<file path="src/common/dcache_pkg.sv">
// ======================================================================
// L1 data cache geometry and address/line types.
// Shared by the data stage blocks and the memory operation package.
// The physical address is a union that is read either as tag, set and
// offset or as line index and offset.
// ======================================================================

package dcache_pkg;

    localparam int CACHE_LINE_BYTES = 64;
    localparam int CACHE_LINE_WORDS = CACHE_LINE_BYTES / 4;
    localparam int CACHE_LINE_BITS = CACHE_LINE_BYTES * 8;
    localparam int CACHE_LINE_OFFSET_WIDTH = $clog2(CACHE_LINE_BYTES);

    // Fixed, the address layout below depends on it
    localparam int NUM_SETS = 64;
    localparam int SET_IDX_WIDTH = $clog2(NUM_SETS);
    localparam int TAG_WIDTH = 32 - SET_IDX_WIDTH - CACHE_LINE_OFFSET_WIDTH;

    typedef logic [31:0] scalar_t;
    typedef logic [TAG_WIDTH-1:0] l1d_tag_t;
    typedef logic [SET_IDX_WIDTH-1:0] l1d_set_idx_t;
    typedef logic [TAG_WIDTH+SET_IDX_WIDTH-1:0] cache_line_index_t;
    typedef logic [CACHE_LINE_BITS-1:0] cache_line_data_t;
    typedef scalar_t [CACHE_LINE_WORDS-1:0] vector_t;
    typedef logic [CACHE_LINE_WORDS-1:0] vector_mask_t;

    typedef struct packed {
        l1d_tag_t tag;
        l1d_set_idx_t set_idx;
        logic [CACHE_LINE_OFFSET_WIDTH-1:0] offset;
    } l1d_tag_addr_t;

    typedef struct packed {
        cache_line_index_t line;
        logic [CACHE_LINE_OFFSET_WIDTH-1:0] offset;
    } l1d_line_addr_t;

    // Same 32-bit word, two decodings
    typedef union packed {
        l1d_tag_addr_t tag_view;
        l1d_line_addr_t line_view;
    } l1d_addr_t;

    // Tag written by the L2 side in the current cycle
    typedef struct packed {
        logic valid;
        l1d_set_idx_t set_idx;
        l1d_tag_t tag;
    } l1d_tag_fill_t;

endpackage

</file>
<file path="src/common/mem_op_pkg.sv">
// ======================================================================
// Memory operation kinds and the structs that travel through the data
// stage: the incoming request, the miss and store requests sent to
// L2, and the registered per-request result.
// ======================================================================

package mem_op_pkg;

    // Wide enough for the largest thread count supported
    localparam int THREAD_IDX_WIDTH = 4;

    typedef logic [THREAD_IDX_WIDTH-1:0] thread_idx_t;

    typedef enum logic [2:0] {
        MEM_B,
        MEM_S,
        MEM_L,
        MEM_SYNC,
        MEM_BLOCK
    } mem_op_t;

    typedef struct packed {
        logic valid;
        logic is_load;
        mem_op_t op;
        thread_idx_t thread;
        dcache_pkg::l1d_addr_t paddr;
        dcache_pkg::vector_mask_t mask;
        dcache_pkg::vector_t store_value;
    } dcache_request_t;

    typedef struct packed {
        logic en;
        logic sync;
        thread_idx_t thread;
        dcache_pkg::cache_line_index_t line;
    } miss_request_t;

    typedef struct packed {
        logic en;
        logic sync;
        thread_idx_t thread;
        dcache_pkg::cache_line_index_t line;
        logic [dcache_pkg::CACHE_LINE_BYTES-1:0] byte_mask;
        dcache_pkg::cache_line_data_t data;
    } store_request_t;

    typedef struct packed {
        logic valid;
        logic rollback;
        logic suspend;
        logic fault;
        thread_idx_t thread;
    } stage_result_t;

endpackage

</file>
<file path="src/dcache/dcache_hit_check.sv">
// ======================================================================
// Hit detection for the data stage.
// Compares the request tag against every way, encodes the hit way and
// tracks the per-thread sync load state. Also flags a near miss when
// the requested line is being filled in the same cycle.
// ======================================================================
`timescale 1ns/1ns

module dcache_hit_check #(
    parameter int NUM_WAYS = 4,
    parameter int NUM_THREADS = 4
) (
    input  logic                             clk,
    input  logic                             reset,
    input  mem_op_pkg::dcache_request_t      request,
    input  logic                             way_valid[NUM_WAYS],
    input  dcache_pkg::l1d_tag_t             way_tag[NUM_WAYS],
    input  dcache_pkg::l1d_tag_fill_t        tag_fill,
    input  logic                             load_en,
    output logic                             cache_hit,
    output logic [$clog2(NUM_WAYS)-1:0]      hit_way,
    output logic                             near_miss,
    output logic [NUM_THREADS-1:0]           load_sync_pending
);

    localparam int WAY_IDX_WIDTH = $clog2(NUM_WAYS);

    logic [NUM_WAYS-1:0] way_hit_oh;
    logic [NUM_THREADS-1:0] thread_oh;
    logic is_sync;

    assign is_sync = request.op == mem_op_pkg::MEM_SYNC;

    always_comb
    begin
        for (int w = 0; w < NUM_WAYS; w++)
            way_hit_oh[w] = way_valid[w] && way_tag[w] == request.paddr.tag_view.tag;
    end

    // At most one way holds a line, so OR-ing indices gives the encoding
    always_comb
    begin
        hit_way = '0;
        for (int w = 0; w < NUM_WAYS; w++)
        begin
            if (way_hit_oh[w])
                hit_way = hit_way | WAY_IDX_WIDTH'(w);
        end
    end

    always_comb
    begin
        for (int t = 0; t < NUM_THREADS; t++)
            thread_oh[t] = request.thread == mem_op_pkg::thread_idx_t'(t);
    end

    // First sync load of a thread must go to L2 to register, so it misses
    assign cache_hit = |way_hit_oh && (!is_sync || |(load_sync_pending & thread_oh));

    // Line arriving this cycle, retry instead of waiting for a wakeup
    assign near_miss = load_en
        && !cache_hit
        && tag_fill.valid
        && tag_fill.set_idx == request.paddr.tag_view.set_idx
        && tag_fill.tag == request.paddr.tag_view.tag
        && !is_sync;

    // Toggles between first attempt and retried sync load
    always_ff @(posedge clk, posedge reset)
    begin
        if (reset)
            load_sync_pending <= '0;
        else if (load_en && is_sync)
            load_sync_pending <= load_sync_pending ^ thread_oh;
    end

endmodule

</file>
<file path="config.mk">
export PLATFORM = sky130hd
export DESIGN_NAME = dcache_hit_check
export DESIGN_NICKNAME = d
export VERILOG_FILES = /design/src/common/dcache_pkg.sv /design/src/common/mem_op_pkg.sv /design/src/dcache/dcache_hit_check.sv
export SDC_FILE = /design/constraint.sdc
export NUM_CORES = 1
export LEC_CHECK = 0
export BUFFER_PORTS_ARGS = -buffer_cell sky130_fd_sc_hd__buf_4
export CORE_AREA = 4 4 268 270
export DETAILED_ROUTE_END_ITERATION = 6
export DIE_AREA = 0 0 272 274
export PLACE_DENSITY_LB_ADDON = 0.3
export SYNTH_ARGS = -nofsm -noshare
export SYNTH_HDL_FRONTEND = slang
export SYNTH_SLANG_ARGS = --single-unit
</file>
<file path="constraint.sdc">
create_clock -name clk -period 2.3 [get_ports clk]
set_input_delay 0.23 -clock clk [delete_from_list [all_inputs] [get_ports clk]]
set_output_delay 0.23 -clock clk [all_outputs]
set_load 0.05 [all_outputs]
</file>
### After elaboration in Yosys (flattened, before gate mapping)

Cells that the tools add are included.

| storage, ports and cells | value |
|---|---|
| register bits after elaboration | 4 |
| bits of input ports | 683 |
| output and inout bits | 8 |
| word-level logic and storage cells | 33 |

| operators by class | value |
|---|---|
| multiplexer cells | 3 |
| reductions and logical operators | 17 |
| bitwise gates (word level) | 2 |
| equality and inequality tests | 10 |

Operators with widths:

| cell | number |
|---|---|
| 20-bit == test | 5 |
| 1-bit logical AND | 11 |
| 4-bit by 2-bit == test with 1-bit output (second input constant) | 2 |
| 4-bit OR reduction | 2 |
| 6-bit == test | 1 |
| 4-bit bitwise AND | 1 |
| 4-bit by 1-bit == test with 1-bit output (second input constant) | 1 |
| 4-bit zero test | 1 |
| 2-bit two-way mux | 2 |
| 4-bit XOR | 1 |
| 3-bit by 2-bit == test with 1-bit output (second input constant) | 1 |
| 1-bit zero test | 2 |
| 1-bit logical OR | 1 |
| 1-bit two-way mux | 1 |

### Longest topological paths before layout

| depth | value |
|---|---|
| word-level depth | 11 |
| mapped depth | 7 |
| gate-level depth less buffers | 6 |

### Least setup slack after synthesis

Ideal clock, no wire load.

| timing | value |
|---|---|
| path kind | reg2out |
| start point | register load_sync_pending[1] |
| end point | output port near_miss |
| arrival | 2402 ps |
| stages on the path, launching flop included | 6 |
| required time | 2070 ps |
| path slack | -332 ps |
| cells stage by stage | dfrtp_1 > ha_1 > or4_1 > nor3_1 > a21oi_2 > nor3_2 |

| on the way | value |
|---|---|
| cells in the longest elaborated chain, start to end | 10 |

Ends and longest elaborated chain:

| what | line | RTL |
|---|---|---|
| start: declaration | dcache_hit_check.sv:23 | `output logic [NUM_THREADS-1:0] load_sync_pending` |
| start signal: assignment | dcache_hit_check.sv:74 | `load_sync_pending <= load_sync_pending ^ thread_oh;` |
| 4-bit bitwise AND | dcache_hit_check.sv:58 | `assign cache_hit = \|way_hit_oh && (!is_sync \|\| \|(load_sync_pending & thread_oh));` |
| 4-bit OR reduction | dcache_hit_check.sv:58 |  |
| 1-bit logical OR | dcache_hit_check.sv:58 |  |
| 1-bit logical AND | dcache_hit_check.sv:58 |  |
| net cache_hit | dcache_hit_check.sv:20 | `output logic cache_hit,` |
| 1-bit zero test | dcache_hit_check.sv:62 | `&& !cache_hit` |
| 1-bit logical AND | dcache_hit_check.sv:62 |  |
| 1-bit logical AND | dcache_hit_check.sv:63 | `&& tag_fill.valid` |
| 1-bit logical AND | dcache_hit_check.sv:64 | `&& tag_fill.set_idx == request.paddr.tag_view.set_idx` |
| 1-bit logical AND | dcache_hit_check.sv:65 | `&& tag_fill.tag == request.paddr.tag_view.tag` |
| 1-bit logical AND | dcache_hit_check.sv:66 | `&& !is_sync;` |
| end: declaration | dcache_hit_check.sv:22 | `output logic near_miss,` |

The timed path passes the listed nets, and every way through them passes these cells.

### Final worst setup path

| timing | value |
|---|---|
| start point | register load_sync_pending[3] |
| end point | output port near_miss |

| on the way | value |
|---|---|
| cells in the longest elaborated chain, start to end | 10 |

Ends and longest elaborated chain:

| what | line |
|---|---|
| 4-bit bitwise AND | dcache_hit_check.sv:58 |
| 4-bit OR reduction | dcache_hit_check.sv:58 |
| 1-bit logical OR | dcache_hit_check.sv:58 |
| 1-bit logical AND | dcache_hit_check.sv:58 |
| 1-bit zero test | dcache_hit_check.sv:62 |
| 1-bit logical AND | dcache_hit_check.sv:62 |
| 1-bit logical AND | dcache_hit_check.sv:63 |
| 1-bit logical AND | dcache_hit_check.sv:64 |
| 1-bit logical AND | dcache_hit_check.sv:65 |
| 1-bit logical AND | dcache_hit_check.sv:66 |

Every way passes these cells.

==> flow_metrics.py <==
metrics = {
    "critical_path": {
        "critical_path_arrival_ns": 1.96,
        "crit_path_start_kind": "flip-flop",
        "crit_required_ns": 2.07,
        "worstSetupPathType": "reg -> out",
        "cp_max_fo": 2,
        "crit_path_end_kind": "output pin",
    },
    "drt": {
        "post_drt_via_cell_ratio": 1.547,
        "vias_after_detailed_routing": 2011,
        "routed_wire_length_um": 15010,
        "detailedRoute.firstPassIterationCount": 4,
        "routed_wirelength_normalized_by_instance_count_um": 11.55,
        "drc": 0,
        "drt_iter0_markers": 34,
        "detail-route-antenna-nets": 0,
    },
    "floorplanning": {
        "rows": 97,
        "design.die.area_um2": 74530,
        "die_h_um": 274,
        "floorplan.core_area_um2": 69540,
        "die-width_um": 272,
        "ios": 691,
        "effective_utilization_at_floorplan": 0.02398,
    },
    "global_route": {
        "globalRouteOverflowTotal": 0,
        "antenna_found_initial": 4,
        "globalRouteTotalUtil": 0.03795,
        "grt_pass1_wl_um": 19010,
        "grt_start_max_net_pins": 6,
        "grt_pass1_vias": 2203,
    },
    "power": {
        "total_leakage_power_nw": 1.497,
        "combPwrFrac": 0.665,
        "switching_power_w": 0.0004303,
        "p_sw_frac": 0.3710,
        "power.share.clock": 0.239,
        "power.ir.vdd_worst_mv": 0.7142,
        "power.density_cell_area_nw_per_um2": 268.2,
        "p_seq_frac": 0.096,
        "power.internal_w": 0.0007296,
    },
    "synth": {
        "synthCells": 194,
        "synthAdderAreaFrac": 0.03001,
        "synth_top_family_by_area": "XOR/XNOR gates",
        "synth_seq_cells": 4,
        "synth-edff-count": 0,
        "yosys_most_used_dff": "dfrtp_1",
        "postSynth.asyncResetShare": 1.000,
        "syn_area_um2": 1668,
        "synth_mux_area_frac": 0.02701,
        "seq_area_frac_synth": 0.06002,
        "synth_compound_area_frac": 0.01425,
        "synth-warning-count": 0,
        "netlist-cell-type-count": 24,
        "area_share_of_and_or_nand_nor_cells_after_synthesis": 0.1920,
        "post_synth_xor_area_fraction": 0.5746,
        "synth_area_per_cell_um2": 8.597,
        "synth_fp_nets": 881,
    },
    "cells_and_area": {
        "largest_reg_flops": 4,
        "final_nets": 1046,
        "max_flop_register": "load_sync_pending",
        "n_fill_cell": 8203,
        "finish.utilization": 0.06220,
        "final_layout_size_suffix_gt1_frac": 0.5866,
        "largest_registers": "load_sync_pending (4)",
        "layout-area-overhead-vs-synth_pct": 159.3,
    },
    "timing": {
        "final_hold_violation_count": 0,
        "final.setup_skew_ns": 0,
        "max_freq_ghz": 0.4560,
        "setup_ws_post_layout_ns": 0.1068,
        "worst_hold_slack_ns": 0.4736,
        "final-max-slew-violation-count": 0,
        "period_needed_ns": 2.193,
        "relSlewSlack": 0.7462,
        "setup_viol": 0,
        "tightestPinTransition_ns": 0.3775,
        "post-route-period-util": 0.9535,
    },
    "clock_tree": {
        "cts_buffers": 3,
        "clock_insertion_delay_worst_skew_ns": 0.22,
        "cts_sinks": 4,
        "clock_pin_slew_reported_for_the_worst_setup_and_hold_paths_after_clock_tree_synthesis_ns": 0.03,
        "clock-root-buffer": "clkbuf_16",
        "tritoncts": "done",
        "htree_num_levels": 1,
        "max_clock_buf_depth": 2,
    },
    "place": {
        "detailed_place_hpwl_um": 14360,
        "detailedPlace.worstSlack_ns": -0.5350,
        "port_buffers": 154,
        "gp_congestion": 0.6730,
    },
    "outcome": {
        "run_status": "completed",
    },
    "job": {
        "drv_cap": 0,
    },
    "hold_path": {
        "worstHoldPathType": "in -> async",
    },
}
==> synthesized netlist by cell type, types with 2 or more instances <==
master,count,area (um^2)
xnor2_1,70,613.1
and3_1,4,25.02
dfrtp_1,4,100.1
nand3_1,7,35.03
nand2_1,5,18.77
xnor2_2,4,65.06
nor4_1,12,75.07
buf_6,8,90.09
nor4_2,2,25.02
inv_1,2,7.510
buf_2,7,35.03
xor2_1,32,280.3
buf_4,5,37.54
nor4b_1,2,17.52
mux2_2,4,45.04
nand4_1,14,87.58
ha_1,4,50.05
a22oi_1,2,15.01
==> through the flow <==
stage | std cells | TNS [ns] | area, um^2 | total power (W)
final | 1300 | 0 | 4325 | 0.001160
after global routing | 1299 | -0.02125 | 4323 | 0.001249
after CTS | 1298 | 0 | 4262 | 0.001189
after detailed placement | 1290 | -1.068 | 4050 | 0.0008551
after global placement | 1290 | -1.028 | 4050 | 0.0008537
after floorplan | 194 | 0 | 1678 | 0.0004570
==> per-layer routing <==
metal,part of all wire,track usage
met1,0.43,0.04837
met2,0.46,0.06103
met3,0.10,0.01759
met4,0.0089,0.003148
met5,0,0
==> repair_timing <==
item,in CTS,in global routing
gates cloned,0,0
setup endpoints to repair,4,3
hold endpoints to repair,4,0
resized for setup,19,9
hold buffers,1,0
pin swaps,7,6
buffers inserted,4,0
==> worst max-delay path, stage by stage, from the launching register on <==
cell and delay [ns]:
dfrtp_2 0.39, ha_1 0.20, or4_4 0.50, nor3_4 0.19
a21oi_4 0.07, nor3_4 0.20, buf_12 0.17
==> cell families (layout without fill, tap and decap cells) <==
kind of cell / after synthesis / in the layout
adder cells (fa/ha/maj): 4 / 4
other: 0 / 2
flip-flops: 4 / 4
buffers and inverters: 22 / 186
AO/OA/AOI/OAI: 3 / 3
multiplexers: 4 / 4
AND/OR/NAND/NOR: 51 / 51
XOR/XNOR: 106 / 106
==> power by group through the flow <==
stage | logic, W | clock network, W | registers, W
after CTS | 0.000797 | 0.000281 | 0.000112
after global routing | 0.000843 | 0.000292 | 0.000113
after floorplan | 0.000260 | 0 | 0.000197
after global placement | 0.000732 | 0 | 0.000122
final | 0.000772 | 0.000277 | 0.000111
after detailed placement | 0.000734 | 0 | 0.000122
==> layout by cell type, fill, tap and decap left out, types with 2 or more instances in the layout <==
cell type	n
nor4_2	2
xor2_1	32
buf_4	170
nor4b_1	2
nand3_1	7
buf_6	4
mux2_2	4
inv_1	2
nand2_1	5
nor3_4	2
dfrtp_2	3
xnor2_1	66
nor4_4	3
ha_1	2
and3_1	4
xnor2_2	7
ha_2	2
diode_2	2
buf_12	4
clkbuf_16	3
nor4_1	9
nand4_1	14
a22oi_2	2
==> final cells by class <==
class	count	area, um^2	area share
Antenna cell	2	5.005	0.001157
Tap cell	940	1176	0.2719
Timing Repair Buffer	180	1426	0.3298
Inverter	2	7.507	0.001736
Sequential cell	4	103.9	0.02401
Clock buffer	4	78.83	0.01822
Multi-Input combinational cell	168	1528	0.3532
==> final timing paths <==
check	slack [ns]	start	depth (start not counted)	endpoint
max in group asynchronous	1.64	reset	3	load_sync_pending[0]
worst min-delay path	0.47	reset	3	load_sync_pending[1]
worst min register to register	0.62	load_sync_pending[2]	2	load_sync_pending[2]
worst max-delay path	0.11	load_sync_pending[3]	6	near_miss
min in group clk	0.49	load_en	3	load_sync_pending[3]
worst max register to register	1.24	load_sync_pending[3]	2	load_sync_pending[3]
(Power assumes the default switching activity.)
