`config.mk`:
```
export PLATFORM = sky130hd
export DESIGN_NAME = dcache_access_ctrl
export DESIGN_NICKNAME = d
export VERILOG_FILES = /design/src/common/dcache_pkg.sv /design/src/common/mem_op_pkg.sv /design/src/source/dcache_access_ctrl.sv
export SDC_FILE = /design/constraint.sdc
export NUM_CORES = 1
export LEC_CHECK = 0
export ABC_AREA = 1
export ABC_CLOCK_PERIOD_IN_PS = 800
export BUFFER_PORTS_ARGS = -buffer_cell sky130_fd_sc_hd__buf_2
export CAP_MARGIN = 20
export CORE_AREA = 2 2 694 696
export CTS_CLUSTER_SIZE = 25
export DETAILED_ROUTE_END_ITERATION = 10
export DIE_AREA = 0 0 696 698
export GPL_ROUTABILITY_DRIVEN = 0
export PLACE_DENSITY = 0.3
export SETUP_SLACK_MARGIN = 0.05
export SYNTH_ARGS = -nofsm -noshare
export SYNTH_HDL_FRONTEND = slang
export SYNTH_SLANG_ARGS = --single-unit
```
`constraint.sdc`:
```
create_clock -name clk -period 0.8 [get_ports clk]
set_input_delay 0.12 -clock clk [delete_from_list [all_inputs] [get_ports clk]]
set_output_delay 0.12 -clock clk [all_outputs]
set_load 0.1 [all_outputs]
```
`src/common/dcache_pkg.sv`:
```
// ======================================================================
// L1 data cache geometry and address/line types.
// Shared by the data stage blocks and the memory operation package.
// The physical address is a union that is read either as tag, set and
// offset or as line index and offset.
// ======================================================================

package dcache_pkg;

    localparam int CACHE_LINE_BYTES = 64;
    localparam int CACHE_LINE_WORDS = CACHE_LINE_BYTES / 4;
    localparam int CACHE_LINE_BITS = CACHE_LINE_BYTES * 8;
    localparam int CACHE_LINE_OFFSET_WIDTH = $clog2(CACHE_LINE_BYTES);

    // Fixed, the address layout below depends on it
    localparam int NUM_SETS = 64;
    localparam int SET_IDX_WIDTH = $clog2(NUM_SETS);
    localparam int TAG_WIDTH = 32 - SET_IDX_WIDTH - CACHE_LINE_OFFSET_WIDTH;

    typedef logic [31:0] scalar_t;
    typedef logic [TAG_WIDTH-1:0] l1d_tag_t;
    typedef logic [SET_IDX_WIDTH-1:0] l1d_set_idx_t;
    typedef logic [TAG_WIDTH+SET_IDX_WIDTH-1:0] cache_line_index_t;
    typedef logic [CACHE_LINE_BITS-1:0] cache_line_data_t;
    typedef scalar_t [CACHE_LINE_WORDS-1:0] vector_t;
    typedef logic [CACHE_LINE_WORDS-1:0] vector_mask_t;

    typedef struct packed {
        l1d_tag_t tag;
        l1d_set_idx_t set_idx;
        logic [CACHE_LINE_OFFSET_WIDTH-1:0] offset;
    } l1d_tag_addr_t;

    typedef struct packed {
        cache_line_index_t line;
        logic [CACHE_LINE_OFFSET_WIDTH-1:0] offset;
    } l1d_line_addr_t;

    // Same 32-bit word, two decodings
    typedef union packed {
        l1d_tag_addr_t tag_view;
        l1d_line_addr_t line_view;
    } l1d_addr_t;

    // Tag written by the L2 side in the current cycle
    typedef struct packed {
        logic valid;
        l1d_set_idx_t set_idx;
        l1d_tag_t tag;
    } l1d_tag_fill_t;

endpackage

```
`src/common/mem_op_pkg.sv`:
```
// ======================================================================
// Memory operation kinds and the structs that travel through the data
// stage: the incoming request, the miss and store requests sent to
// L2, and the registered per-request result.
// ======================================================================

package mem_op_pkg;

    // Wide enough for the largest thread count supported
    localparam int THREAD_IDX_WIDTH = 4;

    typedef logic [THREAD_IDX_WIDTH-1:0] thread_idx_t;

    typedef enum logic [2:0] {
        MEM_B,
        MEM_S,
        MEM_L,
        MEM_SYNC,
        MEM_BLOCK
    } mem_op_t;

    typedef struct packed {
        logic valid;
        logic is_load;
        mem_op_t op;
        thread_idx_t thread;
        dcache_pkg::l1d_addr_t paddr;
        dcache_pkg::vector_mask_t mask;
        dcache_pkg::vector_t store_value;
    } dcache_request_t;

    typedef struct packed {
        logic en;
        logic sync;
        thread_idx_t thread;
        dcache_pkg::cache_line_index_t line;
    } miss_request_t;

    typedef struct packed {
        logic en;
        logic sync;
        thread_idx_t thread;
        dcache_pkg::cache_line_index_t line;
        logic [dcache_pkg::CACHE_LINE_BYTES-1:0] byte_mask;
        dcache_pkg::cache_line_data_t data;
    } store_request_t;

    typedef struct packed {
        logic valid;
        logic rollback;
        logic suspend;
        logic fault;
        thread_idx_t thread;
    } stage_result_t;

endpackage

```
`src/source/dcache_access_ctrl.sv`:
```
// ======================================================================
// Access control for the data stage.
// Decodes load and store enables, drives the miss, store and LRU
// strobes in the request cycle and registers the result one clock later.
// ======================================================================
`timescale 1ns/1ns

module dcache_access_ctrl #(
    parameter int NUM_WAYS = 4
) (
    input  logic                                       clk,
    input  logic                                       reset,
    input  mem_op_pkg::dcache_request_t                request,
    input  logic                                       cache_hit,
    input  logic [$clog2(NUM_WAYS)-1:0]                hit_way,
    input  logic                                       near_miss,
    input  logic [dcache_pkg::CACHE_LINE_BYTES-1:0]    byte_mask,
    input  dcache_pkg::cache_line_data_t               store_data,
    input  logic                                       unaligned,
    output logic                                       load_en,
    output logic                                       read_en,
    output mem_op_pkg::miss_request_t                  miss,
    output mem_op_pkg::store_request_t                 store,
    output logic                                       lru_update_en,
    output logic [$clog2(NUM_WAYS)-1:0]                lru_update_way,
    output mem_op_pkg::stage_result_t                  result
);

    logic access_en;
    logic store_en;
    logic is_sync;

    assign access_en = request.valid;
    assign load_en = access_en && request.is_load;
    // A store with an empty mask has nothing to write
    assign store_en = access_en && !request.is_load && byte_mask != '0;
    assign is_sync = request.op == mem_op_pkg::MEM_SYNC;

    assign read_en = load_en && cache_hit;

    // Near miss retries by rollback alone, no new L2 request
    assign miss.en = load_en && !cache_hit && !near_miss && !unaligned;
    assign miss.sync = is_sync;
    assign miss.thread = request.thread;
    assign miss.line = request.paddr.line_view.line;

    assign store.en = store_en && !unaligned;
    assign store.sync = is_sync;
    assign store.thread = request.thread;
    assign store.line = request.paddr.line_view.line;
    assign store.byte_mask = byte_mask;
    assign store.data = store_data;

    assign lru_update_en = access_en && cache_hit && !unaligned;
    assign lru_update_way = hit_way;

    always_ff @(posedge clk, posedge reset)
    begin
        if (reset)
            result <= '0;
        else
        begin
            result.valid <= request.valid;
            result.thread <= request.thread;
            result.rollback <= load_en && !cache_hit;
            // Thread sleeps until the L2 fill wakes it
            result.suspend <= miss.en;
            result.fault <= (load_en || store_en) && unaligned;
        end
    end

endmodule

```
### Word-level counts from Yosys, hierarchy flattened

Index checks and enable logic that the tools add are counted.

* register bits: 8
* input bits: 1152
* output and inout port bits: 653
* word-level logic and storage cells: 23

* equal/unequal tests: 1
* reductions and logical operators: 17

Operator list (number)
* $reduce_bool A64 Y1: 1
* $logic_and A1 B1 Y1: 11
* $logic_not A1 Y1: 4
* $eq A3 B2 Y1 const B: 1
* $logic_or A1 B1 Y1: 1

### Logic depth before layout (Yosys ltp)

Gate-level depths: netlist (run 1).

* depth in word-level cells: 5
* depth in mapped cells: 8
* mapped depth without buffers: 8

### Worst setup path before layout (run 1)

OpenSTA, ideal clock, no wires.

* path type: input port to flip-flop
* start point: input port near_miss
* end point: register result[5] (netlist bit)
* library setup time: 430 ps
* arrival: 3135 ps
* data required time: 370 ps
* slack: -2765 ps
* stages on the path: 1
* path buffers: 0
* cells stage by stage: nor4_1

* word-level cells in the longest chain between the ends: 3

RTL lines
* from (decl): line dcache_access_ctrl.sv:16 `input logic near_miss,`
* $logic_not A1 Y1: line dcache_access_ctrl.sv:42 `assign miss.en = load_en && !cache_hit && !near_miss && !unaligned;`
* $logic_and A1 B1 Y1 (2 in a row): line dcache_access_ctrl.sv:42
* to (decl): line dcache_access_ctrl.sv:26 `output mem_op_pkg::stage_result_t result`

No other way between the ends.

### Worst setup path in the final report (run 1)

* start point: input port byte_mask[55] (netlist bit)
* end point: register result[4] (netlist bit)

* word-level cells in the longest chain between the ends: 4

RTL lines
* from (decl): line dcache_access_ctrl.sv:17 `input logic [dcache_pkg::CACHE_LINE_BYTES-1:0] byte_mask,`
* $reduce_bool A64 Y1: line dcache_access_ctrl.sv:36 `assign store_en = access_en && !request.is_load && byte_mask != '0;`
* $logic_and A1 B1 Y1: line dcache_access_ctrl.sv:36
* $logic_or A1 B1 Y1: line dcache_access_ctrl.sv:68 `result.fault <= (load_en || store_en) && unaligned;`
* $logic_and A1 B1 Y1: line dcache_access_ctrl.sv:68

No other way between the ends.

==> impl_metrics.tcl, run 1 <==
set metrics [dict create \
    seq_area_frac_synth 0.0375 \
    die_area_mm2 0.486 \
    regMostFlops "result" \
    die_width_um 696 \
    path_max_fanout 2 \
    io_pins 1805 \
    fin_crit_sh 1.61 \
    core_area_mm2 0.478 \
    end_kind "flip-flop" \
    ir_worst_vdd_uv 540 \
    setup_violations 15 \
    syn-num-nets 1879 \
    maxClockFrequency_mhz 778 \
    status "finished, violations left" \
    wire_per_inst_um 43.2 \
    worstSetupStartpoint "byte_mask[55]" \
    period_minus_slack_ns 1.29 \
    hold_class "primary input to flip-flop" \
    first_global_vias 3414 \
    grt_overflow 0 \
    drc 0 \
    cts_root_buf "clkbuf_16" \
    via_per_inst 0.487 \
    endpoint "result[4]" \
    dpl_worst_slack_ns -0.682 \
    p_leak_nw 1.98 \
    first_pass_iters 4 \
    grt_pass1_wl_um 301000 \
    die_y_um 698 \
    antenna_found_initial 9 \
    slew_headroom 0.795 \
    hold_violations 0 \
    port_buffers 164 \
    synth_cell_types 10 \
    utilization 0.0253 \
    yosysWarningCount 0 \
    first_iter_violations 174 \
    start_util 0.0112 \
    rows 254 \
    cts_tree "yes" \
    worstSetupPathType "primary input to flip-flop" \
    whs_ns 0.0371 \
    required_ns 0.98 \
    vias 3285 \
    failed_checks "setup timing" \
    largest_reg_flops 8 \
    critPathLaunchType "primary input" \
    setup_ws_ns -0.486 \
    clkSinkCount 8 \
    track_usage 0.116 \
    clk_path_buf_depth 2 \
    cts-htree-levels 1 \
    antenna_left 0 \
    wl_um 291000 \
    syn_avg_cell_area_um2 7.33 \
    finalNetCount 1493 \
    maxSlewViolCount 0 \
    grt_max_degree 9 \
    worst_ep_arrival_time_ns 1.47 \
    whs_path_depth 1 \
    cap_violations 0 \
    cts.clk_slew.worst_paths_ns 0.07 \
    power.density_mw_per_mm2 520 \
    diodes 0 \
    areaGrowthSynthToFinish_pct 126 \
    drive_above_1_share 0.838 \
    reg.largest.list "result x8" \
    ys_seq_elements 8 \
    cts_buffers 3 \
    worst-slew-pin-transition_ns 0.305 \
    rsz0062_at_grt "true" \
    hpwl_um 287000 \
    syn-cell-area_mm2 0.00533 \
    timing.setup.tns_ns -3.49 \
    synth_cells 727 \
]
==> metrics by stage <==
step	cell area (um2)	total power [W]	std cells
global route	12100	0.00658	6740
detailed placement	11400	0.00497	6729
global placement	11400	0.00500	6729
CTS	12000	0.00659	6741
floorplan	5460	0.0159	727
finish	12100	0.00627	6740
==> power breakdown <==
group / internal (W) / switching [W] / total, W
combinational: 0.00156 / 0.00308 / 0.00465
clock: 0.000684 / 0.000492 / 0.00118
sequential: 0.000434 / 0.0000172 / 0.000451
==> area by class of cell <==
cell class	count	area, um2
clock buffer	4	78.8
fill	57026	466000
inverter	5	26.3
multi-input combinational	74	445
sequential	8	226
tap	6400	8010
timing repair buffer	249	3280
==> cells by family after synthesis <==
group	count (synthesis)	share of synthesized area
DFF	8	0.0375
buffers and inverters	645	0.905
and+or+nand+nor	73	0.0561
AOI/OAI and AO/OA	1	0.00164
==> per-layer routing <==
layer	up-vias	GRT usage	share of wire
met5	-	0.00485	0.0011
met1	939	0.0196	0.059
li1	768	-	-
met4	4	0.0462	0.049
met3	328	0.265	0.49
met2	1246	0.167	0.40
==> worst max-delay path: stages <==
cell     delay [ns]
buf_2          0.13
nor2_1         0.10
nand2_1        0.07
nor2_2         0.15
nand2_1        0.07
nor2_1         0.10
nand2_1        0.07
nand2_2        0.08
buf_4          0.11
buf_6          0.08
buf_6          0.08
buf_6          0.08
buf_6          0.08
buf_6          0.08
a21oi_2        0.04
==> timing repair <==
action                                  CTS  global route
setup buffers                            10             1
endpoints found under the setup margin   63            25
pin swaps                                 9             6
gates cloned                              0             0
resized for setup                       111            24
hold buffers                              1             0
endpoints found under the hold margin     8             0
==> Yosys cell counts <==
cell type    n  share of area
nor4_1       1         0.0012
dfrtp_1      8          0.038
nor3_1       1        0.00094
a21oi_2      1         0.0016
buf_4      640           0.90
nand2_1     22          0.015
nor2_8       1         0.0038
inv_1        5         0.0035
nor2_1      46          0.032
nand2_2      2         0.0023
==> worst min-delay path by stage <==
stage                      start        end  slack [ns]
floorplan                  reset  result[5]       -0.06
global placement           reset  result[7]        0.16
detailed placement         reset  result[7]        0.15
CTS                 request[563]  result[3]        0.03
global route        request[563]  result[3]        0.03
finish              request[563]  result[3]        0.04
==> placed cells by master, fill, tap and decap left out, drive strengths merged <==
cell type | synthesis | final
clkbuf | 0 | 4
dlygate4sd3 | 0 | 1
clkinvlp | 0 | 2
nand2 | 24 | 24
nor3 | 1 | 1
inv | 5 | 3
a21oi | 1 | 1
nor2 | 47 | 47
dfrtp | 8 | 8
nor4 | 1 | 1
buf | 640 | 248
Note: power is estimated with default switching activity, not from simulation.
==> run 2: changes to the inputs <==
Settings changed: ABC_AREA 1 to 0, CORE_AREA 2 2 694 696 to 2 2 706 708, DIE_AREA 0 0 696 698 to 0 0 708 710.
==> run 2 against run 1 <==
  * The flow still finishes with violations (setup timing)
  * Count of clock-buffer cells in the layout shrank 1
  * Clock power fell by 24%
  * Core utilization hardly changed
  * Setup slack got worse by 0.43 ns
  * Global-route usage up 0.41 points
  * Flip-flop and latch count unchanged
  * Wire length is 7.7% higher
  * Non-clock buffer count is 3 lower
  * Largest cell class unchanged
  * First-iteration DRC count is 27% lower
  * Sequential share of layout area barely moved
==> impl_metrics.tcl, run 2 <==
set metrics [dict create \
    grt_max_degree 9 \
    path_max_fanout 2 \
    first_global_vias 3237 \
    synth_compound_area_frac 0.000961 \
    final_area_mm2 0.0125 \
    via_per_inst 0.471 \
    maxClockFrequency_mhz 584 \
    diodes 0 \
    io_pins 1805 \
    die_y_um 710 \
    power.density_mw_per_mm2 511 \
    hold_class "primary input to flip-flop" \
    end_kind "primary output" \
    synthXorXnorAreaFrac 0 \
    rsz0062_at_grt "true" \
    synth_mux_area_frac 0 \
    die_width_um 708 \
    hpwl_um 310000 \
    synth_flop_cell "dfrtp_1" \
    start_util 0.0105 \
    critPathLaunchType "primary input" \
    regMostFlops "result" \
    finalNetCount 1445 \
    synthSimpleGateAreaFrac 0.0358 \
    final_cell_mix "buf_12 (54), buf_4 (46), buf_16 (40), buf_6 (39), buf_8 (39)" \
    wl_um 314000 \
    cts_buffers 3 \
    dpl_worst_slack_ns -0.923 \
    drive_above_1_share 0.948 \
    yosysMostFrequentCell "buf_4" \
    async_flop_share 1.00 \
    ys_top_cells_by_count "buf_4 (640), nor4_1 (17), dfrtp_1 (8), nand4_1 (4)" \
    pwr-share-seq 0.071 \
    vias 3207 \
    syn-num-nets 1834 \
    rows 259 \
    synth_area_leaders "buf_4 (92%), dfrtp_1 (3.8%), nor4_1 (2.0%)" \
    hp-start "request[563]" \
    whs_ns 0.0853 \
    dp_cells 6806 \
    setup_ws_ns -0.912 \
    pwr-share-clk 0.140 \
    utilization 0.0253 \
    final_common_cell "buf_12" \
    hold_violations 0 \
    cts_root_buf "clkbuf_16" \
    fin_crit_sh 2.14 \
    synth_cells 682 \
    status "finished, violations left" \
    synth.top_cell.area_share 0.923 \
    synth_cell_types 12 \
    antenna_left 0 \
    whs_path_depth 1 \
    cap_violations 0 \
    grt_pass1_wl_um 322000 \
    period_minus_slack_ns 1.71 \
    syn_avg_cell_area_um2 7.64 \
    whs_endpoint "result[3]" \
    seq_area_frac_synth 0.0384 \
    fill_cells 59016 \
    worst_ep_arrival_time_ns 1.59 \
    intPower_w 0.00283 \
    synth_largest_area_cell "buf_4" \
    clkSinkCount 8 \
    maxSlewViolCount 0 \
    p_leak_nw 2.08 \
    first_iter_violations 127 \
    track_usage 0.120 \
    p_sw_frac 0.559 \
    cts_tree "yes" \
    wire_per_inst_um 46.0 \
    largest_reg_flops 8 \
    cts.clk_slew.worst_paths_ns 0.04 \
    required_ns 0.68 \
    die_area_mm2 0.503 \
    pwr-share-comb 0.790 \
    worstSetupPathType "primary input to primary output" \
    clk_path_buf_depth 2 \
    fin_cells 6816 \
    p_sw_w 0.00358 \
    setup_violations 14 \
    yosysWarningCount 0 \
    port_buffers 164 \
    drc 0 \
    ys_seq_elements 8 \
    synthAdderAreaFrac 0 \
    slew_headroom 0.790 \
    core_area_mm2 0.495 \
    grt_overflow 0 \
    synth_top_family_by_area "buffers and inverters" \
    failed_checks "setup timing" \
    worst-slew-pin-transition_ns 0.312 \
    ir_worst_vdd_uv 338 \
    antenna_found_initial 0 \
    reg.largest.list "result x8" \
    synth_edf_count 0 \
    cts-htree-levels 1 \
    syn-cell-area_mm2 0.00521 \
    first_pass_iters 4 \
    dpl_cell_area_mm2 0.0113 \
    areaGrowthSynthToFinish_pct 141 \
]
## run 2: cell count changes in the layout (fill, tap and decap cells not counted), sizes merged, moves of 3 or more
| cell | delta |
|---|---|
| buf | -3 |
| nand2 | -21 |
| nand4 | +4 |
| nor2 | -45 |
| nor4 | +17 |
## run 2: stage by stage
stage | power (W) | setup TNS [ns]
final | 0.00641 | -3.60
after global routing | 0.00664 | -3.94
after CTS | 0.00663 | -3.59
after detailed placement | 0.00513 | -2.73
after global placement | 0.00515 | -3.01
after floorplan | 0.0158 | -2.23
## run 2: worst max path at each step
stage                        from    endpoint  slack, ns  cells past startpoint
floorplan           byte_mask[11]  store[607]      -0.68                      4
global placement    byte_mask[20]  store[607]      -1.05                      9
detailed placement  byte_mask[32]  store[607]      -0.92                      7
CTS                 byte_mask[30]  store[607]      -0.84                      9
global route        byte_mask[17]  store[607]      -0.96                      8
finish              byte_mask[17]  store[607]      -0.91                      8
## run 2: routing by layer
metal | vias up | routed length, um | GRT usage
met5 | - | 0 | 0
met4 | 0 | 13700 | 0.0434
met1 | 827 | 19800 | 0.0221
met3 | 320 | 155000 | 0.278
met2 | 1385 | 125000 | 0.171
li1 | 675 | - | -
## run 2: cells by family after synthesis
kind of cell	after synthesis
AND/OR/NAND/NOR	30
buffers and inverters	643
flip-flops	8
AO/OA/AOI/OAI	1
## run 2: timing repair
action	4_1_cts	5_1_grt
endpoints found under the setup margin	80	27
setup buffers	4	2
hold buffers	1	0
pin swaps	9	3
resized for setup	199	39
endpoints found under the hold margin	8	0
## run 2: critical path: stages
cell and delay [ns]:
buf_4 0.13, nor4_2 0.32, nand4_1 0.15, buf_6 0.16
nor4_4 0.25, buf_4 0.16, nor4b_4 0.05, buf_12 0.15
## run 2: layout make-up
type | count | area, um2 | area share
Tap cell | 6525 | 8160 | 0.651
Timing Repair Buffer | 246 | 3700 | 0.295
Multi-Input combinational cell | 31 | 363 | 0.0289
Sequential cell | 8 | 230 | 0.0184
Clock buffer | 3 | 75.1 | 0.00598
Inverter | 3 | 15.0 | 0.00120
## run 2: power by group through the flow
| stage | sequential, W | combinational, W | clock (W) |
|---|---|---|---|
| 2_1_floorplan | 0.000586 | 0.0152 | 0 |
| 3_3_place_gp | 0.000460 | 0.00469 | 0 |
| 3_5_place_dp | 0.000460 | 0.00467 | 0 |
| 4_1_cts | 0.000453 | 0.00524 | 0.000941 |
| 5_1_grt | 0.000454 | 0.00525 | 0.000940 |
| 6_report | 0.000452 | 0.00506 | 0.000894 |
