<file path="config.mk">
export PLATFORM = sky130hd
export DESIGN_NAME = store_align
export DESIGN_NICKNAME = d
export VERILOG_FILES = /design/src/common/dcache_pkg.sv /design/src/common/mem_op_pkg.sv /design/src/source/store_align.sv
export SDC_FILE = /design/constraint.sdc
export NUM_CORES = 1
export LEC_CHECK = 0
export ABC_AREA = 1
export BUFFER_PORTS_ARGS = -buffer_cell sky130_fd_sc_hd__buf_2
export CORE_AREA = 3 3 442 444
export DETAILED_ROUTE_END_ITERATION = 8
export DIE_AREA = 0 0 445 447
export PLACE_DENSITY = 0.3
export SLEW_MARGIN = 20
export SYNTH_ARGS = -nofsm -noshare
export SYNTH_HDL_FRONTEND = slang
export SYNTH_SLANG_ARGS = --single-unit
</file>
<file path="constraint.sdc">
create_clock -name vclk -period 4.2
set_input_delay 0.84 -clock vclk [all_inputs]
set_output_delay 0.84 -clock vclk [all_outputs]
set_load 0.005 [all_outputs]
</file>
<file path="src/common/dcache_pkg.sv">
// ======================================================================
// L1 data cache geometry and address/line types.
// Shared by the data stage blocks and the memory operation package.
// The physical address is a union that is read either as tag, set and
// offset or as line index and offset.
// ======================================================================

package dcache_pkg;

    localparam int CACHE_LINE_BYTES = 64;
    localparam int CACHE_LINE_WORDS = CACHE_LINE_BYTES / 4;
    localparam int CACHE_LINE_BITS = CACHE_LINE_BYTES * 8;
    localparam int CACHE_LINE_OFFSET_WIDTH = $clog2(CACHE_LINE_BYTES);

    // Fixed, the address layout below depends on it
    localparam int NUM_SETS = 64;
    localparam int SET_IDX_WIDTH = $clog2(NUM_SETS);
    localparam int TAG_WIDTH = 32 - SET_IDX_WIDTH - CACHE_LINE_OFFSET_WIDTH;

    typedef logic [31:0] scalar_t;
    typedef logic [TAG_WIDTH-1:0] l1d_tag_t;
    typedef logic [SET_IDX_WIDTH-1:0] l1d_set_idx_t;
    typedef logic [TAG_WIDTH+SET_IDX_WIDTH-1:0] cache_line_index_t;
    typedef logic [CACHE_LINE_BITS-1:0] cache_line_data_t;
    typedef scalar_t [CACHE_LINE_WORDS-1:0] vector_t;
    typedef logic [CACHE_LINE_WORDS-1:0] vector_mask_t;

    typedef struct packed {
        l1d_tag_t tag;
        l1d_set_idx_t set_idx;
        logic [CACHE_LINE_OFFSET_WIDTH-1:0] offset;
    } l1d_tag_addr_t;

    typedef struct packed {
        cache_line_index_t line;
        logic [CACHE_LINE_OFFSET_WIDTH-1:0] offset;
    } l1d_line_addr_t;

    // Same 32-bit word, two decodings
    typedef union packed {
        l1d_tag_addr_t tag_view;
        l1d_line_addr_t line_view;
    } l1d_addr_t;

    // Tag written by the L2 side in the current cycle
    typedef struct packed {
        logic valid;
        l1d_set_idx_t set_idx;
        l1d_tag_t tag;
    } l1d_tag_fill_t;

endpackage

</file>
<file path="src/common/mem_op_pkg.sv">
// ======================================================================
// Memory operation kinds and the structs that travel through the data
// stage: the incoming request, the miss and store requests sent to
// L2, and the registered per-request result.
// ======================================================================

package mem_op_pkg;

    // Wide enough for the largest thread count supported
    localparam int THREAD_IDX_WIDTH = 4;

    typedef logic [THREAD_IDX_WIDTH-1:0] thread_idx_t;

    typedef enum logic [2:0] {
        MEM_B,
        MEM_S,
        MEM_L,
        MEM_SYNC,
        MEM_BLOCK
    } mem_op_t;

    typedef struct packed {
        logic valid;
        logic is_load;
        mem_op_t op;
        thread_idx_t thread;
        dcache_pkg::l1d_addr_t paddr;
        dcache_pkg::vector_mask_t mask;
        dcache_pkg::vector_t store_value;
    } dcache_request_t;

    typedef struct packed {
        logic en;
        logic sync;
        thread_idx_t thread;
        dcache_pkg::cache_line_index_t line;
    } miss_request_t;

    typedef struct packed {
        logic en;
        logic sync;
        thread_idx_t thread;
        dcache_pkg::cache_line_index_t line;
        logic [dcache_pkg::CACHE_LINE_BYTES-1:0] byte_mask;
        dcache_pkg::cache_line_data_t data;
    } store_request_t;

    typedef struct packed {
        logic valid;
        logic rollback;
        logic suspend;
        logic fault;
        thread_idx_t thread;
    } stage_result_t;

endpackage

</file>
<file path="src/source/store_align.sv">
// ======================================================================
// Store formatting for the data stage.
// Builds the 64-bit byte mask and byte-swapped line data for each
// memory operation kind, and flags unaligned addresses.
// Purely combinational.
// ======================================================================
`timescale 1ns/1ns

module store_align (
    input  mem_op_pkg::dcache_request_t                request,
    output logic [dcache_pkg::CACHE_LINE_BYTES-1:0]    byte_mask,
    output dcache_pkg::cache_line_data_t               store_data,
    output logic                                       unaligned
);

    logic [dcache_pkg::CACHE_LINE_OFFSET_WIDTH-1:0] offset;
    dcache_pkg::vector_mask_t word_mask;
    logic [3:0] byte_sel;
    dcache_pkg::scalar_t scalar_value;
    dcache_pkg::cache_line_data_t swapped_lanes;

    assign offset = request.paddr.tag_view.offset;
    assign scalar_value = request.store_value[0];

    always_comb
    begin
        word_mask = '0;
        if (request.op == mem_op_pkg::MEM_BLOCK)
            word_mask = request.mask;
        else
            word_mask[offset[dcache_pkg::CACHE_LINE_OFFSET_WIDTH-1:2]] = 1'b1;
    end

    // Each vector lane byte-swapped in place
    for (genvar lane = 0; lane < dcache_pkg::CACHE_LINE_WORDS; lane++)
    begin : swap_gen
        assign swapped_lanes[lane * 32 +: 32] = {
            request.store_value[lane][7:0], request.store_value[lane][15:8],
            request.store_value[lane][23:16], request.store_value[lane][31:24]};
    end

    always_comb
    begin
        case (request.op)
            mem_op_pkg::MEM_B:
            begin
                store_data = {dcache_pkg::CACHE_LINE_BYTES{scalar_value[7:0]}};
                case (offset[1:0])
                    2'd0: byte_sel = 4'b1000;
                    2'd1: byte_sel = 4'b0100;
                    2'd2: byte_sel = 4'b0010;
                    default: byte_sel = 4'b0001;
                endcase
            end

            mem_op_pkg::MEM_S:
            begin
                store_data = {dcache_pkg::CACHE_LINE_WORDS * 2{scalar_value[7:0],
                    scalar_value[15:8]}};
                byte_sel = offset[1] ? 4'b0011 : 4'b1100;
            end

            mem_op_pkg::MEM_L, mem_op_pkg::MEM_SYNC:
            begin
                store_data = {dcache_pkg::CACHE_LINE_WORDS{scalar_value[7:0],
                    scalar_value[15:8], scalar_value[23:16], scalar_value[31:24]}};
                byte_sel = 4'b1111;
            end

            default:
            begin
                store_data = swapped_lanes;
                byte_sel = 4'b1111;
            end
        endcase
    end

    // Word 0 sits in the top four bytes of the mask
    for (genvar b = 0; b < dcache_pkg::CACHE_LINE_BYTES; b++)
    begin : mask_gen
        assign byte_mask[b] = word_mask[(dcache_pkg::CACHE_LINE_BYTES - 1 - b) / 4]
            & byte_sel[b % 4];
    end

    always_comb
    begin
        case (request.op)
            mem_op_pkg::MEM_S: unaligned = offset[0];
            mem_op_pkg::MEM_L, mem_op_pkg::MEM_SYNC: unaligned = |offset[1:0];
            mem_op_pkg::MEM_BLOCK: unaligned = offset != '0;
            default: unaligned = 1'b0;
        endcase
    end

endmodule

</file>
## After elaboration in Yosys (flattened, before gate mapping)

Cells that the tools add are included.

- $lt $le $gt $ge: 2
- Eq/ne operators: 6
- Multiplexer cells: 8
- Bitwise logic cells: 64
- Reduce and logical (&&, ||, !) cells: 6

Operators by type and width:

| kind | count |
|---|---|
| one-hot mux 512 bit (3 select lines) | 1 |
| bitwise AND 1 bit | 64 |
| 2-to-1 mux 16 bit | 1 |
| one-hot mux 4 bit (3 select lines) | 1 |
| one-hot mux 4 bit (2 select lines) | 1 |
| equality test 3 x 2 -> 1 bit (second input constant) | 2 |
| nonzero test 6 bit | 1 |
| less-than comparator 4 x 5 -> 1 bit (second input constant) | 1 |
| demux 1 bit (select 4 bit) | 1 |
| >= comparator 4 x 1 -> 1 bit (second input constant) | 1 |
| 2-to-1 mux 4 bit | 1 |
| OR reduction 2 bit | 2 |
| equality test 3 x 1 -> 1 bit (second input constant) | 1 |
| equality test 3 bit (second input constant) | 1 |
| zero test 3 bit | 1 |
| one-hot mux 1 bit (3 select lines) | 1 |
| equality test 2 x 1 -> 1 bit (second input constant) | 1 |
| equality test 2 bit (second input constant) | 1 |
| zero test 2 bit | 1 |
| logical AND 1 bit | 1 |
| 2-to-1 mux 1 bit | 1 |

- Flip-flop bits (word level): 0
- Input port bits: 569
- Output and inout bits: 577
- Logic and storage cells: 86

## Depth between registers and ports, before layout

Gate-level depths: netlist of the first run.

- Depth in word-level cells: 6
- Mapped depth: 7

## Worst setup path after synthesis of the first run

No wires, ideal clock.

- Path type: input-to-output
- From: in request[566] (netlist name)
- To: out store_data[204]
- Arrival: 1.777 ns
- Path slack: 1.583 ns
- Stages on the path: 7
- Path through: buf_4 buf_4 nor2_1 nand2_1 o21a_1 buf_2 nand2_1

- Cells in the longest elaborated chain, start to end: 3

Ends and longest elaborated chain:

| element | line | RTL |
|---|---|---|
| from (decl) | store_align.sv:10 | `input mem_op_pkg::dcache_request_t request,` |
| equality test 3 x 2 -> 1 bit | store_align.sv:44 | `case (request.op)` |
| OR reduction 2 bit | store_align.sv:44 |  |
| one-hot mux 512 bit (3 select lines) (*) | store_align.sv:44 |  |
| to (decl) | store_align.sv:12 | `output dcache_pkg::cache_line_data_t store_data,` |

Every way passes the cells marked *; elsewhere a longest branch is shown, timed or not.

## Worst setup path in the final report of the first run

- From: in request[566] (netlist name)
- To: out byte_mask[31] (netlist name)

- Cells in the longest elaborated chain, start to end: 3

Ends and longest elaborated chain:

| element | line | RTL |
|---|---|---|
| equality test 3 x 1 -> 1 bit, or another cell as far along | store_align.sv:44 |  |
| one-hot mux 4 bit (2 select lines) or 2-to-1 mux 16 bit (tied branches) | store_align.sv:44, store_align.sv:28 |  |
| bitwise AND 1 bit (*) | store_align.sv:82 | `& byte_sel[b % 4];` |
| to (decl) | store_align.sv:11 | `output logic [dcache_pkg::CACHE_LINE_BYTES-1:0] byte_mask,` |

Marked as above.

==> reports/results.tsv, run 1 <==
stage	metric	value	unit
synth	Syn Area/Cell	4.56	µm²
power_and_ir_drop	Cell Pwr Density	142	nW/µm²
timing	fin. max-slew vios	0	
setup_path	kind of critical path	input pin to output pin	
global_routing	total grt overflow	0	
routing	antenna-violating nets left	0	
power_and_ir_drop	Comb pwr share	100.0	%
global_routing	number of global-route vias before repair	14100	
routing	drt initial violations	1580	
routing	Vias/cell	3.12	
routing	drt total wl	156	mm
timing	final setup vio count	0	
flow_run	number of max-cap violations	0	
final_layout	fill cell count	23100	
floorplanning	Core ar.	192000	µm²
timing	Worst-Margin Slew	0.884	ns
setup_path	Worst Path Arrival	2.82	ns
floorplanning	I/O Pins	1146	
power_and_ir_drop	Reg power frac	0	%
outcome	status	finished, final reports clean	
power_and_ir_drop	Clock Power Share	0	%
final_layout	register area	0	µm²
final_layout	Finished Cell Area	14900	µm²
timing	Hold Vio Cnt, Final	0	
clock_tree	CTS Hold Buffers Added	0	
routing	drt drc	0	
final_layout	Final Util	7.76	%
synth	Syn. warnings	0	
synth	syn nets	1973	
final_layout	# clk buffers	0	
place	Final Wtd Congestion	0.951	
min_path	HP Class	input pin to output pin	
global_routing	total global-route track usage	14.7	%
setup_path	Critical Path Sink	byte_mask[31]	
setup_path	CP startpoint	request[566]	
clock_tree	post-CTS repair timing setup buffer count	0	
routing	Vias	15500	
place	area post-placement	14800	µm²
floorplanning	Die Y	447	µm
power_and_ir_drop	Int Pwr	721	µW
timing	Final min period	3.66	ns
final_layout	FFs & Latches	0	
synth	Post-Synthesis Cells	1404	
power_and_ir_drop	Sw Share	65.9	%
place	IO Port Bufs	1114	
setup_path	required time of the critical path	3.36	ns
power_and_ir_drop	Switch Pwr	1390	µW
routing	WL/cell	31.3	µm
power_and_ir_drop	Pleak	0.00879	µW
synth	sequential area share after synthesis	0	%
setup_path	CP startpoint kind	input pin	
timing	RSZ-0062 raised after global routing	no	
place	HPWL Detailed	142	mm
setup_path	critical path fanouts, max	58	
timing	setup_tns	0	ns
final_layout	Final #Nets	2983	
timing	Worst slew margin	41.0	%
floorplanning	Rows	161	
place	Placed Cells	4938	
final_layout	layout cells sized above 1	49.5	%
final_layout	multi-input logic area	5440	µm²
timing	Max Fclk	273	MHz
floorplanning	die width	445	µm
floorplanning	Starting Density	3.34	%
timing	final worst-path cycle share	87.2	%
global_routing	antenna violations before repair	173	
routing	router iterations before antenna repair	6	
power_and_ir_drop	Peak supply drop	0.0000491	V
final_layout	Finished Layout Cells	4978	
final_layout	Area Growth Syn to Fin	132	%
global_routing	first-pass GRT wire length	185	mm
setup_path	CP Capture Type	output pin	
synth	Synth cell types	23	
clock_tree	Resize count post-CTS	0	
floorplanning	Die Footprint	199000	µm²
synth	Post-Syn Area	6410	µm²
global_routing	largest net degree at the start of global routing	166	
-- cells in the mapped netlist --
master	number	area [µm²]
buf_6	9	101
nor2_2	1	6.26
inv_2	2	7.51
nand3_1	28	140
nand3b_1	15	113
nor2_8	1	20.0
buf_4	22	165
nor2_1	76	285
clkbuf_1	20	75.1
a21oi_2	2	17.5
inv_1	35	131
nand2_4	9	101
o21a_1	8	60.1
o21ai_0	9	45.0
buf_2	95	475
nand4_2	1	12.5
nor2_4	1	11.3
nand2_1	814	3060
nand4_1	240	1500
a21oi_1	4	20.0
nand2_2	1	6.26
buf_12	1	20.0
buf_1	10	37.5
-- worst max-delay path, cell delays in order --
cell and delay (ns):
buf_8 0.20, buf_4 0.55, nand2_2 0.32, nand2_1 0.14, nand2_1 0.34, nor2_1 0.20, buf_2 0.14
-- power by group through the flow --
stage | registers, µW | clock network [µW] | logic, µW
detailed placement | 0 | 0 | 2130
CTS | 0 | 0 | 2150
global placement | 0 | 0 | 2150
global route | 0 | 0.000866 | 2290
floorplan | 0 | 0 | 650
finish | 0 | 0.00104 | 2120
-- per-layer routing --
| metal | GRT usage [%] | wire length, µm | vias up |
|---|---|---|---|
| li1 | - | - | 6654 |
| met1 | 17.9 | 63600 | 7378 |
| met2 | 23.8 | 70100 | 1153 |
| met3 | 7.05 | 18900 | 316 |
| met4 | 1.45 | 3190 | 22 |
| met5 | 1.20 | 144 | - |
-- stage by stage --
stage               hold WS (ns)  setup slack [ns]  power, µW
CTS                         1.88             0.544       2150
finish                      1.87             0.536       2120
global placement            1.87             0.556       2150
floorplan                   1.76              1.58        650
detailed placement          1.87             0.548       2130
global route                1.89             0.383       2290
-- placed cells by master, fill, tap and decap left out, drive strengths merged --
cell type  Yosys  final
inv           37     37
nand3         28     28
buf          137   1165
a21oi          6      6
nand2        824    824
o21ai          9      9
nor2          79     79
nand4        241    241
diode          0     40
o21a           8      8
nand3b        15     15
-- cell type report --
cell class,instances,area share (%)
tap,2526,21.2
inverter,37,0.933
multi-input combinational,1210,36.5
timing repair buffer,1165,40.7
antenna,40,0.672
-- worst min path at each step --
stage	from	end	slack, ns	cells after the start
after floorplan	request[0]	store_data[24]	1.76	1
after global placement	request[4]	store_data[28]	1.87	2
after detailed placement	request[4]	store_data[28]	1.87	2
after CTS	request[4]	store_data[28]	1.88	2
after global routing	request[4]	store_data[28]	1.89	2
final	request[4]	store_data[28]	1.87	2
-- cell families (layout without fill, tap and decap cells) --
family | count (synthesis) | in the layout | synth area share, %
and+or+nand+nor | 1187 | 1187 | 82.0
AOI/OAI and AO/OA | 23 | 23 | 2.23
buffers and inverters | 194 | 1202 | 15.8
other | 0 | 40 | 0
No activity file was read; power rests on OpenSTA's default activity.
==> run 2, diff against run 1 <==
CORE_AREA = 3 3 441 443   (was 3 3 442 444)
DIE_AREA = 0 0 444 446   (was 0 0 445 447)
==> run 2 against run 1 <==
Compared with the run above: worst setup slack got worse by 0.26 ns; via count up 0.25%; sequential cell count unchanged; power shrank 2.0%; largest cell class unchanged; routed wire length down 0.62%; first-iteration DRC count down 3.2%; final cell count is 0.30% lower; highest routed layer unchanged; critical path type unchanged; largest power group unchanged.
==> reports/results.tsv, run 2 (same netlist as run 1, synthesis figures left out) <==
stage	metric	value	unit	change
outcome	status	finished, final reports clean		unchanged
routing	drt drc	0		unchanged
setup_path	Worst path max stage delay	0.60	ns	was 0.55 ns
power_and_ir_drop	Pleak	0.00882	µW	was 0.00879 µW
place	IO Port Bufs	1114		unchanged
power_and_ir_drop	Cell Pwr Density	139	nW/µm²	was 142 nW/µm²
setup_path	required time of the critical path	3.36	ns	about the same
routing	antenna-violating nets left	0		unchanged
setup_path	CP top delay family	simple AND/OR/NAND/NOR gates		unchanged
setup_path	critical path cell sequence	buf_8, buf_4, nor2_4, buf_12, nand2_1, nand4_1, buf_2		was buf_8, buf_4, nand2_2, nand2_1, nand2_1, nor2_1, buf_2
setup_path	CP startpoint kind	input pin		unchanged
timing	final setup vio count	0		unchanged
setup_path	critical-path cell with the highest stage delay	nand2_1		was buf_4
global_routing	total grt overflow	0		unchanged
global_routing	first-pass GRT wire length	185	mm	about the same
clock_tree	post-CTS repair timing setup buffer count	0		unchanged
timing	fin. max-slew vios	0		unchanged
floorplanning	Starting Density	3.37	%	was 3.34%
floorplanning	die width	444	µm	was 445 µm
power_and_ir_drop	Clock Power Share	0	%	about the same
timing	Hold Vio Cnt, Final	0		unchanged
routing	router iterations before antenna repair	5		was 6
final_layout	Finished Cell Area	14900	µm²	about the same
min_path	Hold Path Depth	2		unchanged
setup_path	Worst Path Arrival	3.08	ns	was 2.82 ns
final_layout	multi-input logic area	5440	µm²	about the same
global_routing	number of global-route vias before repair	14400		was 14100
final_layout	# clk buffers	0		unchanged
power_and_ir_drop	Switch Pwr	1350	µW	was 1390 µW
setup_path	CP bufs+invs	4		was 3
power_and_ir_drop	Comb pwr share	100.0	%	about the same
timing	WHS	1.89	ns	was 1.87 ns
floorplanning	Die Footprint	198000	µm²	was 199000 µm²
power_and_ir_drop	Reg power frac	0	%	about the same
final_layout	fill cell count	23000		was 23100
power_and_ir_drop	Sw Share	64.9	%	was 65.9%
min_path	Hold Path Sink	store_data[28]		unchanged
min_path	HP Class	input pin to output pin		unchanged
global_routing	largest net degree at the start of global routing	112		was 166
timing	Worst slew margin	38.6	%	was 41.0%
timing	RSZ-0062 raised after global routing	no		unchanged
power_and_ir_drop	Peak supply drop	0.0000430	V	was 0.0000491 V
place	area post-placement	14800	µm²	about the same
flow_run	number of max-cap violations	0		unchanged
final_layout	layout cells sized above 1	49.6	%	was 49.5%
routing	drt total wl	155	mm	was 156 mm
floorplanning	Die Y	446	µm	was 447 µm
setup_path	CP Capture Type	output pin		unchanged
timing	final worst-path setup slack	0.279	ns	was 0.536 ns
final_layout	Final #Nets	2986		was 2983
routing	drt initial violations	1529		was 1580
setup_path	critical path depth in cells	7		unchanged
timing	setup_tns	0	ns	unchanged
min_path	min-delay src	request[4]		unchanged
setup_path	kind of critical path	input pin to output pin		unchanged
place	Post-Place Worst Slack	0.386	ns	was 0.548 ns
floorplanning	Rows	160		was 161
global_routing	antenna violations before repair	204		was 173
timing	final worst-path cycle share	93.4	%	was 87.2%
clock_tree	CTS Hold Buffers Added	0		unchanged
final_layout	FFs & Latches	0		unchanged
global_routing	total global-route track usage	14.7	%	about the same
routing	WL/cell	31.2	µm	was 31.3 µm
clock_tree	Resize count post-CTS	0		unchanged
timing	Max Fclk	255	MHz	was 273 MHz
power_and_ir_drop	Int Pwr	728	µW	was 721 µW
final_layout	most frequent cells in the layout	buf_2, nand2_1, nand4_1		unchanged
place	Final Wtd Congestion	0.951		unchanged
timing	Final min period	3.92	ns	was 3.66 ns
timing	Worst-Margin Slew	0.921	ns	was 0.884 ns
floorplanning	Core ar.	190000	µm²	was 192000 µm²
final_layout	leading cell type in the layout, fill and taps excluded	buf_2		unchanged
routing	Vias/cell	3.14		was 3.12
routing	Vias	15600		was 15500
final_layout	register area	0	µm²	unchanged
final_layout	Area Growth Syn to Fin	133	%	was 132%
place	HPWL Detailed	141	mm	was 142 mm
floorplanning	I/O Pins	1146		unchanged
setup_path	critical path fanouts, max	27		was 58
run 2: cell types whose count changed in the layout (fill, tap and decap cells not counted), sizes merged:
| cell | change |
|---|---|
| diode | -3 |
| buf | +3 |
run 2: worst max path at each step:
stage | from | slack (ns) | end
final | request[566] | 0.28 | store_data[67]
after floorplan | request[566] | 1.58 | store_data[204]
after CTS | request[566] | 0.38 | store_data[67]
after detailed placement | request[566] | 0.39 | store_data[67]
after global routing | request[566] | 0.29 | store_data[131]
after global placement | request[566] | 0.42 | store_data[99]
run 2: layout make-up:
cell class,count,share of cell area [%]
Timing Repair Buffer,1168,41.0
Multi-Input combinational cell,1210,36.4
Tap cell,2511,21.0
Inverter,37,0.930
Antenna cell,37,0.620
run 2: power by group through the flow:
stage | Combinational (µW) | Clock [µW] | Sequential (µW)
final | 2070 | 0.000865 | 0
after global routing | 2260 | 0.000487 | 0
after CTS | 2110 | 0 | 0
after detailed placement | 2100 | 0 | 0
after global placement | 2110 | 0 | 0
after floorplan | 650 | 0 | 0
run 2: per-layer routing:
metal  global-route usage, %  vias up  routed length, µm
met2                    23.3     1167              68500
li1                        -     6655                  -
met5                       0        -                238
met3                    7.62      356              19300
met4                    2.44       34               3760
met1                    17.8     7350              63100
run 2: through the flow:
step	power, µW	instances	utilization, %
6_report	2070	4963	7.84
5_1_grt	2260	4941	7.81
4_1_cts	2110	4926	7.80
3_5_place_dp	2100	4926	7.80
3_3_place_gp	2110	4926	7.80
2_1_floorplan	650	1404	-
==> run 3, diff against run 2 <==
==> constraint.sdc (replaced) <==
create_clock -name vclk -period 4.2
set_input_delay 0.84 -clock vclk [all_inputs]
set_output_delay 0.84 -clock vclk [all_outputs]
set_load 0.1 [all_outputs]
==> run 3 against run 2 <==
Compared with the run above: worst setup slack better by 0.0040 ns; global-route usage is 0.19 points higher; cell area is 32% higher; die area stayed put; highest routed layer unchanged; critical path depth is 1 lower; worst hold slack better by 0.18 ns; critical endpoint is now store_data[53]; routed wire length is 0.71% higher; sequential cell count stayed put; utilization is 2.5 points higher; largest cell class unchanged.
==> reports/results.tsv, run 3 (same netlist as run 1, synthesis figures left out) <==
stage	metric	value	unit	change
outcome	status	finished, final reports clean		unchanged
final_layout	leading cell type in the layout, fill and taps excluded	nand2_1		was buf_2
setup_path	Critical Path Sink	store_data[53]		was store_data[67]
final_layout	FFs & Latches	0		unchanged
global_routing	antenna violations before repair	214		was 204
setup_path	kind of critical path	input pin to output pin		unchanged
routing	antenna-violating nets left	0		unchanged
floorplanning	Die Y	446	µm	unchanged
place	Final Wtd Congestion	0.946		was 0.951
routing	drt total wl	156	mm	was 155 mm
floorplanning	Starting Density	3.37	%	unchanged
power_and_ir_drop	Cell Pwr Density	338	nW/µm²	was 139 nW/µm²
setup_path	CP startpoint kind	input pin		unchanged
routing	Vias/cell	3.13		was 3.14
final_layout	fill cell count	22400		was 23000
timing	Final min period	3.92	ns	about the same
setup_path	CP Capture Type	output pin		unchanged
routing	Vias	15500		was 15600
global_routing	total grt overflow	0		unchanged
place	HPWL Detailed	141	mm	about the same
timing	Worst-Margin Slew	1.07	ns	was 0.921 ns
min_path	HP Class	input pin to output pin		unchanged
clock_tree	post-CTS repair timing setup buffer count	0		unchanged
routing	drt drc	0		unchanged
clock_tree	Resize count post-CTS	0		unchanged
global_routing	largest net degree at the start of global routing	119		was 112
setup_path	required time of the critical path	3.36	ns	about the same
global_routing	first-pass GRT wire length	188	mm	was 185 mm
setup_path	critical path fanouts, max	15		was 27
clock_tree	CTS Hold Buffers Added	0		unchanged
power_and_ir_drop	Peak supply drop	0.000122	V	was 0.0000430 V
flow_run	number of max-cap violations	0		unchanged
final_layout	Area Growth Syn to Fin	207	%	was 133%
floorplanning	die width	444	µm	unchanged
global_routing	number of global-route vias before repair	14500		was 14400
timing	fin. max-slew vios	0		unchanged
floorplanning	Die Footprint	198000	µm²	unchanged
timing	final worst-path cycle share	93.3	%	was 93.4%
final_layout	Final #Nets	2986		unchanged
routing	drt initial violations	1463		was 1529
floorplanning	I/O Pins	1146		unchanged
final_layout	# clk buffers	0		unchanged
floorplanning	Rows	160		unchanged
timing	RSZ-0062 raised after global routing	no		unchanged
timing	Max Fclk	255	MHz	about the same
timing	Worst slew margin	28.6	%	was 38.6%
timing	Hold Vio Cnt, Final	0		unchanged
final_layout	layout cells sized above 1	49.6	%	unchanged
final_layout	Final Util	10.3	%	was 7.84%
place	IO Port Bufs	1114		unchanged
power_and_ir_drop	overall power	6650	µW	was 2070 µW
global_routing	total global-route track usage	14.9	%	was 14.7%
timing	setup_tns	0	ns	unchanged
routing	router iterations before antenna repair	5		unchanged
setup_path	CP startpoint	request[565]		was request[566]
timing	final setup vio count	0		unchanged
floorplanning	Core ar.	190000	µm²	unchanged
final_layout	most frequent cells in the layout	nand2_1, buf_2, buf_12		was buf_2, nand2_1, nand4_1
setup_path	Worst Path Arrival	3.08	ns	about the same
routing	WL/cell	31.5	µm	was 31.2 µm
power_and_ir_drop	Pleak	0.0104	µW	was 0.00882 µW
final_layout	register area	0	µm²	unchanged
==> run 3: changes by cell type in the layout (fill, tap and decap cells not counted), sizes merged <==
cell	previous run	this run
diode	37	23
==> run 3: area by class of cell <==
type / count / area (µm²) / area share [%]
Timing Repair Buffer: 1168 / 10900 / 55.4
Tap cell: 2511 / 3140 / 16.0
Inverter: 37 / 139 / 0.707
Antenna cell: 23 / 57.6 / 0.293
Multi-Input combinational cell: 1210 / 5440 / 27.7
==> run 3: routing by layer <==
layer	global-route usage, %	vias to the layer above	wire length (µm)
li1	-	6633	-
met1	18.0	7301	63100
met4	1.46	34	3510
met3	7.59	364	19100
met2	24.2	1147	70100
met5	0	-	240
==> run 3: worst min-delay path by stage <==
stage                       from              end  slack (ns)  cells after the start
finish               request[54]   store_data[46]        2.08                      4
global route        request[438]  store_data[430]        2.11                      4
CTS                  request[54]   store_data[46]        2.08                      4
detailed placement   request[54]   store_data[46]        2.08                      4
global placement    request[502]  store_data[494]        2.08                      4
floorplan             request[0]   store_data[24]        1.89                      1
==> run 3: worst max-delay path: stages <==
cell and delay [ns]:
buf_2 0.21, inv_2 0.08, nor2_4 0.53, nand2_1 0.69, nand4_1 0.41, buf_12 0.24
==> run 3: through the flow <==
| step | hold slack, ns | setup slack, ns | instance area [µm²] | cells |
|---|---|---|---|---|
| 2_1_floorplan | 1.89 | 0.0440 | 6410 | 1404 |
| 3_3_place_gp | 2.08 | 0.203 | 19600 | 4926 |
| 3_5_place_dp | 2.08 | 0.157 | 19600 | 4926 |
| 4_1_cts | 2.08 | 0.155 | 19600 | 4926 |
| 5_1_grt | 2.11 | 0.120 | 19600 | 4935 |
| 6_report | 2.08 | 0.283 | 19700 | 4949 |
==> run 3: power by group <==
part,switching [µW],internal [µW],total [µW]
clock network,0,0.000441,0.000442
logic,5040,1610,6650
registers,0,0,0
